`src/design/ccl_feat_pkg.sv`:
```
// label count, area limit and the label and feature field types
package ccl_feat_pkg;

    // label 0 is background, labels 1..NUM_LABELS own one slot each
    localparam int NUM_LABELS = 15;

    // a blob above this many pixels is flagged not ok
    localparam int MAX_AREA = 40;

    typedef logic [3:0] label_t;

    typedef logic [7:0] area_t;     // saturates at all ones

    typedef logic [8:0] perim_t;    // running sum of per-pixel increments

    // background neighbours of one pixel, 0 to 4
    typedef logic [2:0] incr_t;

endpackage

```
`src/design/ccl_geom_pkg.sv`:
```
// image size, foreground level and coordinate and pixel types
package ccl_geom_pkg;

    // frame geometry
    localparam int IMG_W = 16;      // pixels per line
    localparam int IMG_H = 12;      // lines per frame

    // binary input, only full white is object
    localparam int FG_LEVEL = 255;

    // column index, wide enough for IMG_W-1
    typedef logic [3:0] x_t;

    // row index, also holds IMG_H during the flush line
    typedef logic [3:0] y_t;

    typedef logic [7:0] pix_t;      // raw input pixel

endpackage

```
`src/design/ccl_top.sv`:
```
// labeler top with window, first pass, feature slots and readout
module ccl_top (
    input  logic                 clk,
    input  logic                 rst_fifo,
    input  logic                 vsync_i,
    input  logic                 href_i,
    input  ccl_geom_pkg::pix_t   pix_i,
    output logic                 feat_valid_o,
    output ccl_feat_pkg::label_t feat_label_o,
    output ccl_feat_pkg::area_t  feat_area_o,
    output ccl_feat_pkg::perim_t feat_perim_o,
    output ccl_geom_pkg::x_t     feat_xmin_o,
    output ccl_geom_pkg::x_t     feat_xmax_o,
    output ccl_geom_pkg::y_t     feat_ymin_o,
    output ccl_geom_pkg::y_t     feat_ymax_o,
    output logic                 feat_ok_o,
    output logic                 frame_done_o
);
    import ccl_geom_pkg::*;
    import ccl_feat_pkg::*;

    // window stream
    logic win_valid;
    logic win_c;
    logic win_l;
    logic win_r;
    logic win_u;
    logic win_d;
    x_t   win_x;
    y_t   win_y;
    logic win_last;

    // slot update bus
    logic [NUM_LABELS-1:0] upd_en;
    x_t                    upd_x;
    y_t                    upd_y;
    incr_t                 upd_incr;
    logic                  clear;
    label_t                label_count;
    logic                  frame_end;

    // slot results
    area_t  slot_area  [NUM_LABELS];
    perim_t slot_perim [NUM_LABELS];
    x_t     slot_xmin  [NUM_LABELS];
    x_t     slot_xmax  [NUM_LABELS];
    y_t     slot_ymin  [NUM_LABELS];
    y_t     slot_ymax  [NUM_LABELS];
    logic   slot_ok    [NUM_LABELS];

    window_3x3 i_window (
        .clk         (clk),
        .rst_fifo    (rst_fifo),
        .vsync_i     (vsync_i),
        .href_i      (href_i),
        .pix_i       (pix_i),
        .win_valid_o (win_valid),
        .win_c_o     (win_c),
        .win_l_o     (win_l),
        .win_r_o     (win_r),
        .win_u_o     (win_u),
        .win_d_o     (win_d),
        .win_x_o     (win_x),
        .win_y_o     (win_y),
        .win_last_o  (win_last)
    );

    first_pass_labeler i_labeler (
        .clk           (clk),
        .rst_fifo      (rst_fifo),
        .vsync_i       (vsync_i),
        .win_valid_i   (win_valid),
        .win_c_i       (win_c),
        .win_l_i       (win_l),
        .win_r_i       (win_r),
        .win_u_i       (win_u),
        .win_d_i       (win_d),
        .win_x_i       (win_x),
        .win_y_i       (win_y),
        .win_last_i    (win_last),
        .upd_en_o      (upd_en),
        .upd_x_o       (upd_x),
        .upd_y_o       (upd_y),
        .upd_incr_o    (upd_incr),
        .clear_o       (clear),
        .label_count_o (label_count),
        .frame_end_o   (frame_end)
    );

    for (genvar i = 0; i < NUM_LABELS; i++) begin : g_slot  // slot i owns label i+1
        label_slot i_slot (
            .clk        (clk),
            .rst_fifo   (rst_fifo),
            .clear_i    (clear),
            .upd_en_i   (upd_en[i]),
            .upd_x_i    (upd_x),
            .upd_y_i    (upd_y),
            .upd_incr_i (upd_incr),
            .area_o     (slot_area[i]),
            .perim_o    (slot_perim[i]),
            .xmin_o     (slot_xmin[i]),
            .xmax_o     (slot_xmax[i]),
            .ymin_o     (slot_ymin[i]),
            .ymax_o     (slot_ymax[i]),
            .ok_o       (slot_ok[i])
        );
    end

    feature_readout i_readout (
        .clk           (clk),
        .rst_fifo      (rst_fifo),
        .frame_end_i   (frame_end),
        .label_count_i (label_count),
        .area_i        (slot_area),
        .perim_i       (slot_perim),
        .xmin_i        (slot_xmin),
        .xmax_i        (slot_xmax),
        .ymin_i        (slot_ymin),
        .ymax_i        (slot_ymax),
        .ok_i          (slot_ok),
        .feat_valid_o  (feat_valid_o),
        .feat_label_o  (feat_label_o),
        .feat_area_o   (feat_area_o),
        .feat_perim_o  (feat_perim_o),
        .feat_xmin_o   (feat_xmin_o),
        .feat_xmax_o   (feat_xmax_o),
        .feat_ymin_o   (feat_ymin_o),
        .feat_ymax_o   (feat_ymax_o),
        .feat_ok_o     (feat_ok_o),
        .frame_done_o  (frame_done_o)
    );

endmodule

```
`src/design/feature_readout.sv`:
```
// end-of-frame scan of the used slots into one feature record per cycle
module feature_readout (
    input  logic                 clk,
    input  logic                 rst_fifo,
    input  logic                 frame_end_i,
    input  ccl_feat_pkg::label_t label_count_i,
    input  ccl_feat_pkg::area_t  area_i  [ccl_feat_pkg::NUM_LABELS],
    input  ccl_feat_pkg::perim_t perim_i [ccl_feat_pkg::NUM_LABELS],
    input  ccl_geom_pkg::x_t     xmin_i  [ccl_feat_pkg::NUM_LABELS],
    input  ccl_geom_pkg::x_t     xmax_i  [ccl_feat_pkg::NUM_LABELS],
    input  ccl_geom_pkg::y_t     ymin_i  [ccl_feat_pkg::NUM_LABELS],
    input  ccl_geom_pkg::y_t     ymax_i  [ccl_feat_pkg::NUM_LABELS],
    input  logic                 ok_i    [ccl_feat_pkg::NUM_LABELS],
    output logic                 feat_valid_o,
    output ccl_feat_pkg::label_t feat_label_o,
    output ccl_feat_pkg::area_t  feat_area_o,
    output ccl_feat_pkg::perim_t feat_perim_o,
    output ccl_geom_pkg::x_t     feat_xmin_o,
    output ccl_geom_pkg::x_t     feat_xmax_o,
    output ccl_geom_pkg::y_t     feat_ymin_o,
    output ccl_geom_pkg::y_t     feat_ymax_o,
    output logic                 feat_ok_o,
    output logic                 frame_done_o
);
    import ccl_feat_pkg::*;

    logic   busy;
    logic   tail;   // last record out, done follows
    label_t idx;    // label being read
    label_t slot;

    assign slot = idx - 1'b1;

    always_ff @(posedge clk) begin
        if (rst_fifo) begin
            busy         <= 1'b0;
            tail         <= 1'b0;
            idx          <= '0;
            feat_valid_o <= 1'b0;
            frame_done_o <= 1'b0;
        end else begin
            feat_valid_o <= 1'b0;
            frame_done_o <= tail;
            tail         <= 1'b0;
            if (frame_end_i) begin
                busy <= 1'b1;
                idx  <= label_t'(1);
            end else if (busy) begin
                if (label_count_i == '0) begin  // empty frame
                    busy         <= 1'b0;
                    frame_done_o <= 1'b1;
                end else begin
                    feat_valid_o <= 1'b1;
                    idx          <= idx + 1'b1;
                    if (idx == label_count_i) begin
                        busy <= 1'b0;
                        tail <= 1'b1;
                    end
                end
            end
        end
    end

    always_ff @(posedge clk) begin
        if (busy) begin
            feat_label_o <= idx;
            feat_area_o  <= area_i[slot];
            feat_perim_o <= perim_i[slot];
            feat_xmin_o  <= xmin_i[slot];
            feat_xmax_o  <= xmax_i[slot];
            feat_ymin_o  <= ymin_i[slot];
            feat_ymax_o  <= ymax_i[slot];
            feat_ok_o    <= ok_i[slot];
        end
    end

    a_no_overlap_scan: assert property (@(posedge clk) disable iff (rst_fifo)
        frame_end_i |-> !(busy || tail));

endmodule

```
`src/design/first_pass_labeler.sv`:
```
// first-pass label assignment, perimeter increment and slot update strobes
module first_pass_labeler (
    input  logic                                 clk,
    input  logic                                 rst_fifo,
    input  logic                                 vsync_i,
    input  logic                                 win_valid_i,
    input  logic                                 win_c_i,
    input  logic                                 win_l_i,
    input  logic                                 win_r_i,
    input  logic                                 win_u_i,
    input  logic                                 win_d_i,
    input  ccl_geom_pkg::x_t                     win_x_i,
    input  ccl_geom_pkg::y_t                     win_y_i,
    input  logic                                 win_last_i,
    output logic [ccl_feat_pkg::NUM_LABELS-1:0]  upd_en_o,
    output ccl_geom_pkg::x_t                     upd_x_o,
    output ccl_geom_pkg::y_t                     upd_y_o,
    output ccl_feat_pkg::incr_t                  upd_incr_o,
    output logic                                 clear_o,
    output ccl_feat_pkg::label_t                 label_count_o,
    output logic                                 frame_end_o
);
    import ccl_geom_pkg::*;
    import ccl_feat_pkg::*;

    logic   vsync_d;
    logic   p_valid;        // window registered while the above label is read
    logic   p_last;
    logic   p_c;
    logic   p_l;
    logic   p_r;
    logic   p_u;
    logic   p_d;
    x_t     p_x;
    y_t     p_y;
    label_t above_rd;
    label_t left_lab;       // label of the previous pixel in the row
    label_t left_use;
    label_t above_use;
    label_t cur_lab;
    logic   room;
    logic   opens_new;
    incr_t  incr;

    line_buffer #(.payload_t(label_t)) i_label_line (
        .clk       (clk),
        .wr_en_i   (p_valid),
        .wr_addr_i (p_x),
        .wr_data_i (cur_lab),
        .rd_addr_i (win_x_i),
        .rd_data_o (above_rd)
    );

    // stale labels only matter where the neighbour is foreground
    assign left_use  = p_l ? left_lab : '0;
    assign above_use = p_u ? above_rd : '0;
    assign room      = label_count_o < label_t'(NUM_LABELS);
    assign opens_new = p_c && left_use == '0 && above_use == '0 && room;

    always_comb begin
        cur_lab = '0;
        if (p_c) begin
            if (left_use == '0 && above_use == '0) begin
                cur_lab = room ? label_count_o + 1'b1 : '0;  // 0 once exhausted
            end else if (left_use == '0) begin
                cur_lab = above_use;
            end else if (above_use == '0 || left_use < above_use) begin
                cur_lab = left_use;
            end else begin
                cur_lab = above_use;
            end
        end
    end

    assign incr = incr_t'(!p_l) + incr_t'(!p_r) + incr_t'(!p_u) + incr_t'(!p_d);

    always_ff @(posedge clk) begin
        if (rst_fifo) begin
            vsync_d       <= 1'b0;
            clear_o       <= 1'b0;
            p_valid       <= 1'b0;
            p_last        <= 1'b0;
            frame_end_o   <= 1'b0;
            upd_en_o      <= '0;
            label_count_o <= '0;
        end else begin
            vsync_d     <= vsync_i;
            clear_o     <= vsync_i && !vsync_d;  // frame start
            p_valid     <= win_valid_i;
            p_last      <= win_valid_i && win_last_i;
            frame_end_o <= p_last;
            upd_en_o    <= '0;
            if (p_valid && cur_lab != '0) begin
                upd_en_o[cur_lab - 1'b1] <= 1'b1;
            end
            if (clear_o) begin
                label_count_o <= '0;
            end else if (p_valid && opens_new) begin
                label_count_o <= cur_lab;
            end
        end
    end

    always_ff @(posedge clk) begin
        p_c        <= win_c_i;
        p_l        <= win_l_i;
        p_r        <= win_r_i;
        p_u        <= win_u_i;
        p_d        <= win_d_i;
        p_x        <= win_x_i;
        p_y        <= win_y_i;
        upd_x_o    <= p_x;
        upd_y_o    <= p_y;
        upd_incr_o <= incr;
        if (p_valid) begin
            left_lab <= cur_lab;
        end
    end

    // a strobe only ever targets a label that is already open
    a_upd_opened: assert property (@(posedge clk) disable iff (rst_fifo)
        (upd_en_o >> label_count_o) == '0);

endmodule

```
`src/design/label_slot.sv`:
```
// per-label accumulator for area, perimeter, bounding box and area ok flag
module label_slot (
    input  logic                 clk,
    input  logic                 rst_fifo,
    input  logic                 clear_i,
    input  logic                 upd_en_i,
    input  ccl_geom_pkg::x_t     upd_x_i,
    input  ccl_geom_pkg::y_t     upd_y_i,
    input  ccl_feat_pkg::incr_t  upd_incr_i,
    output ccl_feat_pkg::area_t  area_o,
    output ccl_feat_pkg::perim_t perim_o,
    output ccl_geom_pkg::x_t     xmin_o,
    output ccl_geom_pkg::x_t     xmax_o,
    output ccl_geom_pkg::y_t     ymin_o,
    output ccl_geom_pkg::y_t     ymax_o,
    output logic                 ok_o
);
    import ccl_feat_pkg::*;

    logic first;  // slot still empty this frame

    assign first = area_o == '0;

    always_ff @(posedge clk) begin
        if (rst_fifo || clear_i) begin
            area_o  <= '0;
            perim_o <= '0;
            ok_o    <= 1'b1;
        end else if (upd_en_i) begin
            if (area_o != '1) begin
                area_o <= area_o + 1'b1;
            end
            perim_o <= perim_o + perim_t'(upd_incr_i);
            if (area_o >= area_t'(MAX_AREA)) begin  // new area passes the limit
                ok_o <= 1'b0;
            end
        end
    end

    // first pixel loads the box, later ones widen it
    always_ff @(posedge clk) begin
        if (upd_en_i) begin
            if (first || upd_x_i < xmin_o) begin
                xmin_o <= upd_x_i;
            end
            if (first || upd_x_i > xmax_o) begin
                xmax_o <= upd_x_i;
            end
            if (first || upd_y_i < ymin_o) begin
                ymin_o <= upd_y_i;
            end
            if (first || upd_y_i > ymax_o) begin
                ymax_o <= upd_y_i;
            end
        end
    end

    a_clear_no_upd: assert property (@(posedge clk) disable iff (rst_fifo)
        !(clear_i && upd_en_i));

endmodule

```
`src/design/line_buffer.sv`:
```
// single-line delay memory with registered read and a generic payload type
module line_buffer #(
    parameter type payload_t = logic
) (
    input  logic             clk,
    input  logic             wr_en_i,
    input  ccl_geom_pkg::x_t wr_addr_i,
    input  payload_t         wr_data_i,
    input  ccl_geom_pkg::x_t rd_addr_i,
    output payload_t         rd_data_o
);
    import ccl_geom_pkg::*;

    payload_t mem [IMG_W];  // one entry per column

    always_ff @(posedge clk) begin
        if (wr_en_i) begin
            mem[wr_addr_i] <= wr_data_i;
        end
    end

    // same-address read returns the old entry
    always_ff @(posedge clk) begin
        rd_data_o <= mem[rd_addr_i];
    end

endmodule

```
`src/design/window_3x3.sv`:
```
// neighbour window generator with row buffers, edge masking and last-line flush
module window_3x3 (
    input  logic               clk,
    input  logic               rst_fifo,
    input  logic               vsync_i,
    input  logic               href_i,
    input  ccl_geom_pkg::pix_t pix_i,
    output logic               win_valid_o,
    output logic               win_c_o,
    output logic               win_l_o,
    output logic               win_r_o,
    output logic               win_u_o,
    output logic               win_d_o,
    output ccl_geom_pkg::x_t   win_x_o,
    output ccl_geom_pkg::y_t   win_y_o,
    output logic               win_last_o
);
    import ccl_geom_pkg::*;

    logic vsync_d;
    logic flushing;         // self-timed line after vsync falls
    logic act;
    logic cur_fg;
    x_t   in_x;
    y_t   in_y;

    // stage 1 holds column x of rows y, y-1 and y-2
    logic s1_act;
    logic s1_tail;          // extra step after the last column
    logic s1_cur;
    x_t   s1_x;
    y_t   s1_y;
    logic mid_q;
    logic up_q;

    // previous two columns with the centre in c2
    logic c2_cur;
    logic c2_mid;
    logic c2_up;
    logic c1_mid;

    logic emit;
    logic col_left;
    logic row_top;
    x_t   cx;

    assign act    = href_i | flushing;
    assign cur_fg = href_i && (pix_i == pix_t'(FG_LEVEL));  // flush row is background

    line_buffer #(.payload_t(logic)) i_mid_line (
        .clk       (clk),
        .wr_en_i   (act),
        .wr_addr_i (in_x),
        .wr_data_i (cur_fg),
        .rd_addr_i (in_x),
        .rd_data_o (mid_q)
    );

    // row y-2 fed from the mid buffer output one cycle later
    line_buffer #(.payload_t(logic)) i_up_line (
        .clk       (clk),
        .wr_en_i   (s1_act),
        .wr_addr_i (s1_x),
        .wr_data_i (mid_q),
        .rd_addr_i (in_x),
        .rd_data_o (up_q)
    );

    assign emit     = ((s1_act && s1_x != '0) || s1_tail) && s1_y != '0;
    assign col_left = !s1_tail && s1_x == x_t'(1);
    assign row_top  = s1_y == y_t'(1);
    assign cx       = s1_tail ? x_t'(IMG_W - 1) : s1_x - 1'b1;

    always_ff @(posedge clk) begin
        if (rst_fifo) begin
            vsync_d     <= 1'b0;
            flushing    <= 1'b0;
            in_x        <= '0;
            in_y        <= '0;
            s1_act      <= 1'b0;
            s1_tail     <= 1'b0;
            win_valid_o <= 1'b0;
            win_last_o  <= 1'b0;
        end else begin
            vsync_d <= vsync_i;
            if (vsync_d && !vsync_i) begin
                flushing <= 1'b1;
            end
            if (act) begin
                in_x <= in_x + 1'b1;
                if (in_x == x_t'(IMG_W - 1)) begin
                    in_x <= '0;
                    in_y <= in_y + 1'b1;
                    if (flushing) begin  // frame finished
                        in_y     <= '0;
                        flushing <= 1'b0;
                    end
                end
            end
            s1_act      <= act;
            s1_tail     <= s1_act && s1_x == x_t'(IMG_W - 1);
            win_valid_o <= emit;
            win_last_o  <= emit && s1_tail && s1_y == y_t'(IMG_H);
        end
    end

    always_ff @(posedge clk) begin
        s1_cur <= cur_fg;
        if (act) begin  // held through the tail step
            s1_x <= in_x;
            s1_y <= in_y;
        end
        if (s1_act) begin
            c2_cur <= s1_cur;
            c2_mid <= mid_q;
            c2_up  <= up_q;
            c1_mid <= c2_mid;
        end
        win_c_o <= c2_mid;
        win_l_o <= col_left ? 1'b0 : c1_mid;
        win_r_o <= s1_tail ? 1'b0 : mid_q;
        win_u_o <= row_top ? 1'b0 : c2_up;
        win_d_o <= c2_cur;
        win_x_o <= cx;
        win_y_o <= s1_y - 1'b1;
    end

    a_no_href_in_flush: assert property (@(posedge clk) disable iff (rst_fifo)
        flushing |-> !href_i);

endmodule

```
`config.mk`:
```
export PLATFORM = sky130hd
export DESIGN_NAME = ccl_top
export DESIGN_NICKNAME = d
export VERILOG_FILES = /design/src/design/ccl_feat_pkg.sv /design/src/design/ccl_geom_pkg.sv /design/src/design/ccl_top.sv /design/src/design/feature_readout.sv /design/src/design/first_pass_labeler.sv /design/src/design/label_slot.sv /design/src/design/line_buffer.sv /design/src/design/window_3x3.sv
export SDC_FILE = /design/constraint.sdc
export NUM_CORES = 1
export LEC_CHECK = 0
export BUFFER_PORTS_ARGS = -buffer_cell sky130_fd_sc_hd__buf_2
export CORE_MARGIN = 1.5
export CORE_UTILIZATION = 58
export DETAILED_ROUTE_END_ITERATION = 10
export PLACE_DENSITY = 0.77
export SETUP_SLACK_MARGIN = 0.1
export SLEW_MARGIN = 20
export SYNTH_ARGS = -nofsm -noshare
export SYNTH_HDL_FRONTEND = slang
export SYNTH_HIERARCHICAL = 1
export SYNTH_SLANG_ARGS = --single-unit
```
`constraint.sdc`:
```
create_clock -name clk -period 2.9 [get_ports clk]
set_input_delay 0.58 -clock clk [delete_from_list [all_inputs] [get_ports clk]]
set_output_delay 0.58 -clock clk [all_outputs]
set_load 0.02 [all_outputs]
```
==> summary.txt, run 1 <==
Setup path
  • Reg2reg path depth: 10
  • Crit Path Max Fanout: 21
  • Worst Setup End Kind: flop
  • CP top delay family: simple AND/OR/NAND/NOR gates
  • Crit path depth: 10
  • Startpoint Class: flop
  • Slowest stage delay, CP: 0.50 ns
  • CP Class: flop to flop
  • CP arrival: 3.12 ns
  • Cell Chain, Critical Path: and2_1 -> ha_1 -> nand3_1 -> and2_1 -> buf_4 -> buf_4 -> a31oi_1 -> o211a_2 -> nand2_1 -> nor3_1
  • Critical Path RT: 3.46 ns
  • CP bufs+invs: 2
  • CP max-delay cell: o211a_2

Synth
  • Seq cells post-synth: 750
  • Post-synth EDFFs: 390
  • Main synth FF type: edfxtp_1
  • Mean Syn Cell Area: 11.4 sq um
  • Post-synthesis sequential area ratio: 47.0%
  • Area of the mapped netlist: 40300 sq um
  • Syn nets: 3848
  • Top-area cell type share of the netlist area: 29.1%
  • Synth cell types: 90
  • Synthesis warning total: 6
  • Post-Syn Instances: 3519
  • Post-synth top area cell: edfxtp_1
  • Synth area leaders: edfxtp_1 29%, dfxtp_1 18%, ha_1 9.4%, mux4_2 5.8%, inv_1 2.9%
  • Share of flip-flops with an asynchronous set or reset: 0%

Timing
  • Worst slew pin tran: 1.05 ns
  • Final period utilization: 88.3%
  • Final hold viol count: 0
  • Pins Over Slew Limit: 0
  • Post-route setup TNS: 0 ns
  • Setup-failing EPs final: 0
  • Fmax: 390 MHz
  • Worst slew margin: 29.9%
  • Clock Skews: 0.0242 ns
  • Worst setup margin: 0.338 ns
  • RSZ-0062 raised after global routing: no
  • Min Tclk post-route: 2.56 ns

Floorplan
  • CORE AREA: 68600 sq um
  • Die area: 71000 sq um
  • Rows: 96
  • Ports: 52
  • Chip Height: 266 um
  • Starting Density: 58.7%
  • Chip width: 266 um

Pwr
  • Switching share of power: 24.5%
  • VDD IR max: 0.470 mV
  • Clock power share: 43.5%
  • Sequential group share of total power: 47.3%
  • Combinational power share: 9.1%
  • Switching power: 6070 uW
  • Power Density: 554 nW/um^2
  • Total power: 24800 uW
  • Cell Int Power: 18700 uW
  • Leak Pwr: 0.0167 uW

Clock tree
  • Worst-skew pair later-pin latency: 0.64 ns
  • Cts bufs inserted: 79
  • CTS Root Cell: clkbuf_16
  • TritonCTS clock tree: done
  • Max H-tree Level: 3
  • Clk sinks: 750
  • Cts hold-fix bufs: 0
  • Buffer count from post-CTS setup fixing: 0
  • CTS clk-pin slew, worst paths: 0.06 ns
  • Clk buf depth: 3

Placement
  • DP Worst Slack: 0.144 ns
  • Port Buffers: 51
  • DPL Wire Length: 72800 um
  • RD Place Congestion: 0.891
  • Post-Place Cells: 4484

Routing
  • DR pass1 iterations: 6
  • Vias: 29900
  • Initial DRC Count: 3293
  • WL per Instance: 22.1 um
  • Routed vias/inst: 6.46
  • Drt total wl: 102000 um
  • Remaining DRCs: 0
  • Final ANT Viol Nets: 0

Final layout
  • Most common cell after layout, fill and taps aside: edfxtp_1
  • Area delta synth->final: 11.1%
  • Layout cell share with drive strength beyond 1: 14.1%
  • Nets@finish: 3963
  • Fin util: 65.2%
  • Fillers: 5028
  • N_diodes: 0
  • Fin cells: 4632
  • Commonest non-fill, non-tap cells in the layout: 390 x edfxtp_1, 348 x dfxtp_1, 307 x inv_1

Run status
  • Status: finished, final reports clean

GRT
  • Initial antenna violation count: 2
  • First-pass GRT wire length: 160000 um
  • Largest net degree at the start of global routing: 76
  • Vias in the first global route: 28580
  • Grt ovf: 0
  • GRT Total Usage: 28.8%

Min path
  • Hold crit path type: input pin to flop
  • Hold Path Depth: 3

Flow run
  • Max_cap viols: 0
-- final timing paths --
| path | startpoint | to | slack [ns] |
|---|---|---|---|
| worst max-delay path | i_labeler/left_lab[3]$_DFFE_PP_ | i_labeler/upd_en_o[2]$_SDFF_PP0_ | 0.34 |
| worst min-delay path | vsync_i | i_window/vsync_d$_SDFF_PP0_ | 0.21 |
| worst max register to register | i_labeler/left_lab[3]$_DFFE_PP_ | i_labeler/upd_en_o[2]$_SDFF_PP0_ | 0.34 |
| worst min register to register | i_window/win_y_o[3]$_DFF_P_ | i_labeler/p_y[3]$_DFF_P_ | 0.33 |
-- metal layers --
layer  vias up  share of wire [%]  global-route usage, %
met5         -              0.014                      0
met1     14709                 42                   38.4
met2      1145                 48                   47.7
met4         2                3.7                   10.8
li1      13816                  -                      -
met3       228                6.8                   4.06
-- power groups by stage --
stage                     clock network (uW)  logic (uW)  registers [uW]
after floorplan                            0        1290           12000
after global placement                     0        2130           11900
after detailed placement                   0        2230           12000
after CTS                              10900        2250           11700
after global routing                   11300        2550           11700
final                                  10800        2260           11700
-- flip-flops by register name, indices dropped and copies added, names as in the netlist, 15 cells and up --
name                        count
i_window/i_mid_line/mem        16
g_slot.i_slot/xmin_o           60
i_window/i_up_line/mem         16
g_slot.i_slot/perim_o         135
g_slot.i_slot/ymax_o           60
g_slot.i_slot/ymin_o           60
g_slot.i_slot/area_o          120
g_slot.i_slot/ok_o             15
i_labeler/upd_en_o             15
i_labeler/i_label_line/mem     64
g_slot.i_slot/xmax_o           60
-- synthesized netlist by cell type, types with 22 or more instances --
library cell  instances
edfxtp_1            390
dfxtp_1             360
inv_1               307
ha_1                301
a21oi_1             222
nor2_1              199
nand2_1             144
o21ai_0             131
mux4_2              104
mux2i_1              99
nand4_1              80
a31oi_1              63
nand3_1              61
nor3_1               61
o31ai_1              60
a311oi_1             59
or4_1                58
nor2b_1              55
clkbuf_1             46
a211oi_1             45
or2_2                45
or3_1                37
a22o_1               34
mux2_2               34
o211ai_1             33
and4_1               31
buf_2                31
buf_6                30
nor3b_1              30
o221a_1              30
o22a_1               30
o21a_1               28
xnor2_1              23
mux4_1               22
-- worst min-delay path, cell delays in order --
cell    delay, ns
buf_2        0.12
inv_1        0.07
nor2_1       0.04
-- kinds of logic after synthesis --
logic type                 Yosys count  share of synthesized area, %
buffers and inverters              437                          4.88
AOI/OAI and AO/OA                  805                          13.7
muxes                              259                          10.7
xor gates and xnor gates            32                         0.715
and+or+nand+nor                    919                          12.8
adders and majority gates          317                          10.2
DFF                                750                          47.0
-- stage by stage --
step / hold WS (ns) / cell area [sq um]
2_1_floorplan: 0.310 / 40300
3_3_place_gp: 0.310 / 41900
3_5_place_dp: 0.312 / 41900
4_1_cts: 0.169 / 44700
5_1_grt: 0.211 / 44700
6_report: 0.211 / 44700
-- cell type report --
type	count	area, sq um	share of cell area (%)
sequential	750	18900	42.3
clock buffer	114	2360	5.28
tap	931	1160	2.61
multi-input combinational	2332	19400	43.4
clock inverter	34	463	1.04
inverter	307	1150	2.58
timing repair buffer	164	1260	2.81
-- what timing repair did --
| action | CTS | global route |
|---|---|---|
| endpoints found under the setup margin | 12 | 1 |
| resized for setup | 1 | 1 |
| endpoints found under the hold margin | 0 | 0 |
| pin swaps | 0 | 0 |
Note: power is estimated with default switching activity, not from simulation.
==> inputs of run 2 (changes only) <==
--- a/config.mk
+++ b/config.mk
@@ -5,11 +5,14 @@
 export SDC_FILE = /design/constraint.sdc
 export NUM_CORES = 1
 export LEC_CHECK = 0
+export ABC_AREA = 1
 export BUFFER_PORTS_ARGS = -buffer_cell sky130_fd_sc_hd__buf_2
+export CELL_PAD_IN_SITES_DETAIL_PLACEMENT = 1
+export CELL_PAD_IN_SITES_GLOBAL_PLACEMENT = 2
 export CORE_MARGIN = 1.5
-export CORE_UTILIZATION = 58
+export CORE_UTILIZATION = 35
 export DETAILED_ROUTE_END_ITERATION = 10
-export PLACE_DENSITY = 0.77
+export PLACE_DENSITY_LB_ADDON = 0.1
 export SETUP_SLACK_MARGIN = 0.1
 export SLEW_MARGIN = 20
 export SYNTH_ARGS = -nofsm -noshare
==> summary.txt, run 2 <==
Floorplan
  • Chip width: 358 um
  • Ports: 52
  • Chip Height: 358 um
  • Starting Density: 35.4%
  • Die area: 128000 sq um
  • CORE AREA: 124000 sq um
  • Rows: 129

Placement
  • Port Buffers: 51
  • DPL Wire Length: 112000 um
  • DP Worst Slack: 0.355 ns
  • RD Place Congestion: 0.832

Final layout
  • Footprint of the multi-input gates: 20500 sq um
  • Area delta synth->final: 11.7%
  • Largest registers: g_slot.i_slot/perim_o (135), g_slot.i_slot/area_o (120), i_labeler/i_label_line/mem (64)
  • N_diodes: 0
  • FF/Latch Area: 18900 sq um
  • Layout cell share with drive strength beyond 1: 8.85%
  • Nets@finish: 6160
  • Commonest non-fill, non-tap cells in the layout: 1690 x nand2_1, 829 x inv_1, 633 x nand3_1
  • Fillers: 15224
  • Most common cell after layout, fill and taps aside: nand2_1
  • Largest reg by FF count: g_slot.i_slot/perim_o
  • Max FFs per register: 135

Pwr
  • VDD IR max: 0.459 mV
  • Total power: 26000 uW
  • Leak Pwr: 0.0223 uW
  • Power Density: 529 nW/um^2

Synth
  • Top-area cell type share of the netlist area: 26.6%
  • Mean Syn Cell Area: 7.63 sq um
  • Synth area leaders: edfxtp_1 27%, dfxtp_1 16%, nand2_1 14%, ha_1 8.6%, nand3_1 7.2%
  • Post-Syn Instances: 5768
  • Post-synth top area cell: edfxtp_1
  • Most frequent cell after synthesis: nand2_1
  • Post-synth EDFFs: 390
  • Main synth FF type: edfxtp_1
  • Post-synth top cells: 1690 x nand2_1, 829 x inv_1, 633 x nand3_1
  • Share of flip-flops with an asynchronous set or reset: 0%
  • Synth cell types: 43
  • Area of the mapped netlist: 44000 sq um
  • Post-synthesis sequential area ratio: 43.0%
  • Syn nets: 6097
  • Seq cells post-synth: 750
  • Synthesis warning total: 6

Routing
  • Remaining DRCs: 0
  • Vias: 37377
  • Drt total wl: 150000 um
  • Initial DRC Count: 1982
  • Final ANT Viol Nets: 0
  • Routed vias/inst: 4.95
  • DR pass1 iterations: 5
  • WL per Instance: 19.8 um

Clock tree
  • Cts bufs inserted: 94
  • CTS clk-pin slew, worst paths: 0.06 ns
  • Worst-skew pair later-pin latency: 0.70 ns
  • Cts hold-fix bufs: 0
  • Max H-tree Level: 3
  • CTS Root Cell: clkbuf_16
  • Clk buf depth: 3
  • Buffer count from post-CTS setup fixing: 0
  • Clk sinks: 750
  • TritonCTS clock tree: done
  • # resized after CTS: 0

Setup path
  • Startpoint Class: flop
  • CP arrival: 2.99 ns
  • R2R Path Start: i_readout/idx[1]$_SDFFE_PP0P_
  • Reg2Reg Capture Point: i_readout/feat_xmax_o[1]$_DFFE_PP_
  • Worst Setup End Kind: flop
  • Critical Path RT: 3.35 ns
  • Crit Path Max Fanout: 22
  • CP Class: flop to flop
  • Setup slack, reg-to-reg: 0.36 ns
  • Reg2reg path depth: 7

GRT
  • GRT Total Usage: 23.6%
  • Vias in the first global route: 38155
  • Largest net degree at the start of global routing: 182
  • Initial antenna violation count: 3
  • Grt ovf: 0
  • First-pass GRT wire length: 232000 um

Timing
  • Worst slew margin: 32.4%
  • Post-route setup TNS: 0 ns
  • RSZ-0062 raised after global routing: no
  • Final period utilization: 87.7%
  • Setup-failing EPs final: 0
  • Min Tclk post-route: 2.54 ns
  • Fmax: 393 MHz
  • Pins Over Slew Limit: 0
  • Worst slew pin tran: 1.01 ns
  • Worst setup margin: 0.358 ns
  • Final hold viol count: 0
  • Clock Skews: 0.0237 ns

Min path
  • Hold Path Depth: 3
  • Hold Crit Start: vsync_i
  • Hold crit path type: input pin to flop
  • Endpoint, Worst Hold: i_labeler/vsync_d$_SDFF_PP0_

Flow run
  • Max_cap viols: 0

Run status
  • Status: finished, final reports clean
## run 2: how the worst max path moves through the flow
stage / from / to / slack [ns] / cells past startpoint
finish: i_readout/idx[1]$_SDFFE_PP0P_ / i_readout/feat_xmax_o[1]$_DFFE_PP_ / 0.36 / 7
global route: i_readout/idx[1]$_SDFFE_PP0P_ / i_readout/feat_xmax_o[1]$_DFFE_PP_ / 0.18 / 7
CTS: i_readout/idx[1]$_SDFFE_PP0P_ / i_readout/feat_xmax_o[1]$_DFFE_PP_ / 0.32 / 7
detailed placement: i_readout/idx[1]$_SDFFE_PP0P_ / i_readout/feat_xmax_o[1]$_DFFE_PP_ / 0.36 / 7
global placement: rst_fifo / g_slot[14].i_slot/perim_o[2]$_SDFFE_PP0P_ / 0.48 / 6
floorplan: i_labeler/upd_y_o[3]$_DFF_P_ / g_slot[1].i_slot/ymax_o[0]$_DFFE_PP_ / 0.45 / 6
## run 2: cells by family (layout without fill, tap and decap cells)
group | after synthesis | count (layout) | share of synthesized area (%)
AO/OA/AOI/OAI | 456 | 456 | 5.33
XOR/XNOR | 38 | 38 | 0.875
adder cells (fa/ha/maj) | 317 | 317 | 9.28
buffers and inverters | 1076 | 1220 | 10.6
flip-flops | 750 | 750 | 43.0
AND/OR/NAND/NOR | 3131 | 3131 | 30.9
## run 2: power breakdown
| part | internal (uW) | leakage [uW] | switching [uW] |
|---|---|---|---|
| logic | 861 | 0.0143 | 1710 |
| registers | 11400 | 0.00648 | 276 |
| clock network | 6800 | 0.00149 | 4940 |
## run 2: final cells by class
class / count / area share [%]
clock buffer: 127 / 5.26
sequential: 750 / 38.5
multi-input combinational: 3942 / 41.6
inverter: 883 / 6.82
timing repair buffer: 160 / 2.69
clock inverter: 50 / 0.919
tap: 1637 / 4.17
## run 2: per-stage QoR
step / area, sq um / cells / utilization [%] / hold WS, ns
6_report: 49200 / 7549 / 39.6 / 0.151
5_1_grt: 49200 / 7549 / 39.6 / 0.108
4_1_cts: 49200 / 7549 / 39.6 / 0.0756
3_5_place_dp: 46100 / 7372 / 37.1 / 0.313
3_3_place_gp: 46100 / 7372 / 37.1 / 0.311
2_1_floorplan: 44000 / 5768 / - / 0.310
## run 2: worst max-delay path, stage by stage (launching register included)
cell and delay (ns):
dfxtp_1 0.40, inv_1 0.13, ha_4 0.21, xnor2_4 0.74, buf_4 0.45, nand3_1 0.13
nand3_1 0.14, nand2_1 0.07
## run 2: metal layers
layer / vias to the layer above / global-route usage [%] / share of wire (%)
li1: 18587 / - / -
met1: 18159 / 32.5 / 48
met2: 471 / 39.6 / 47
met3: 160 / 2.60 / 2.9
met4: 0 / 4.95 / 1.9
met5: - / 0 / 0
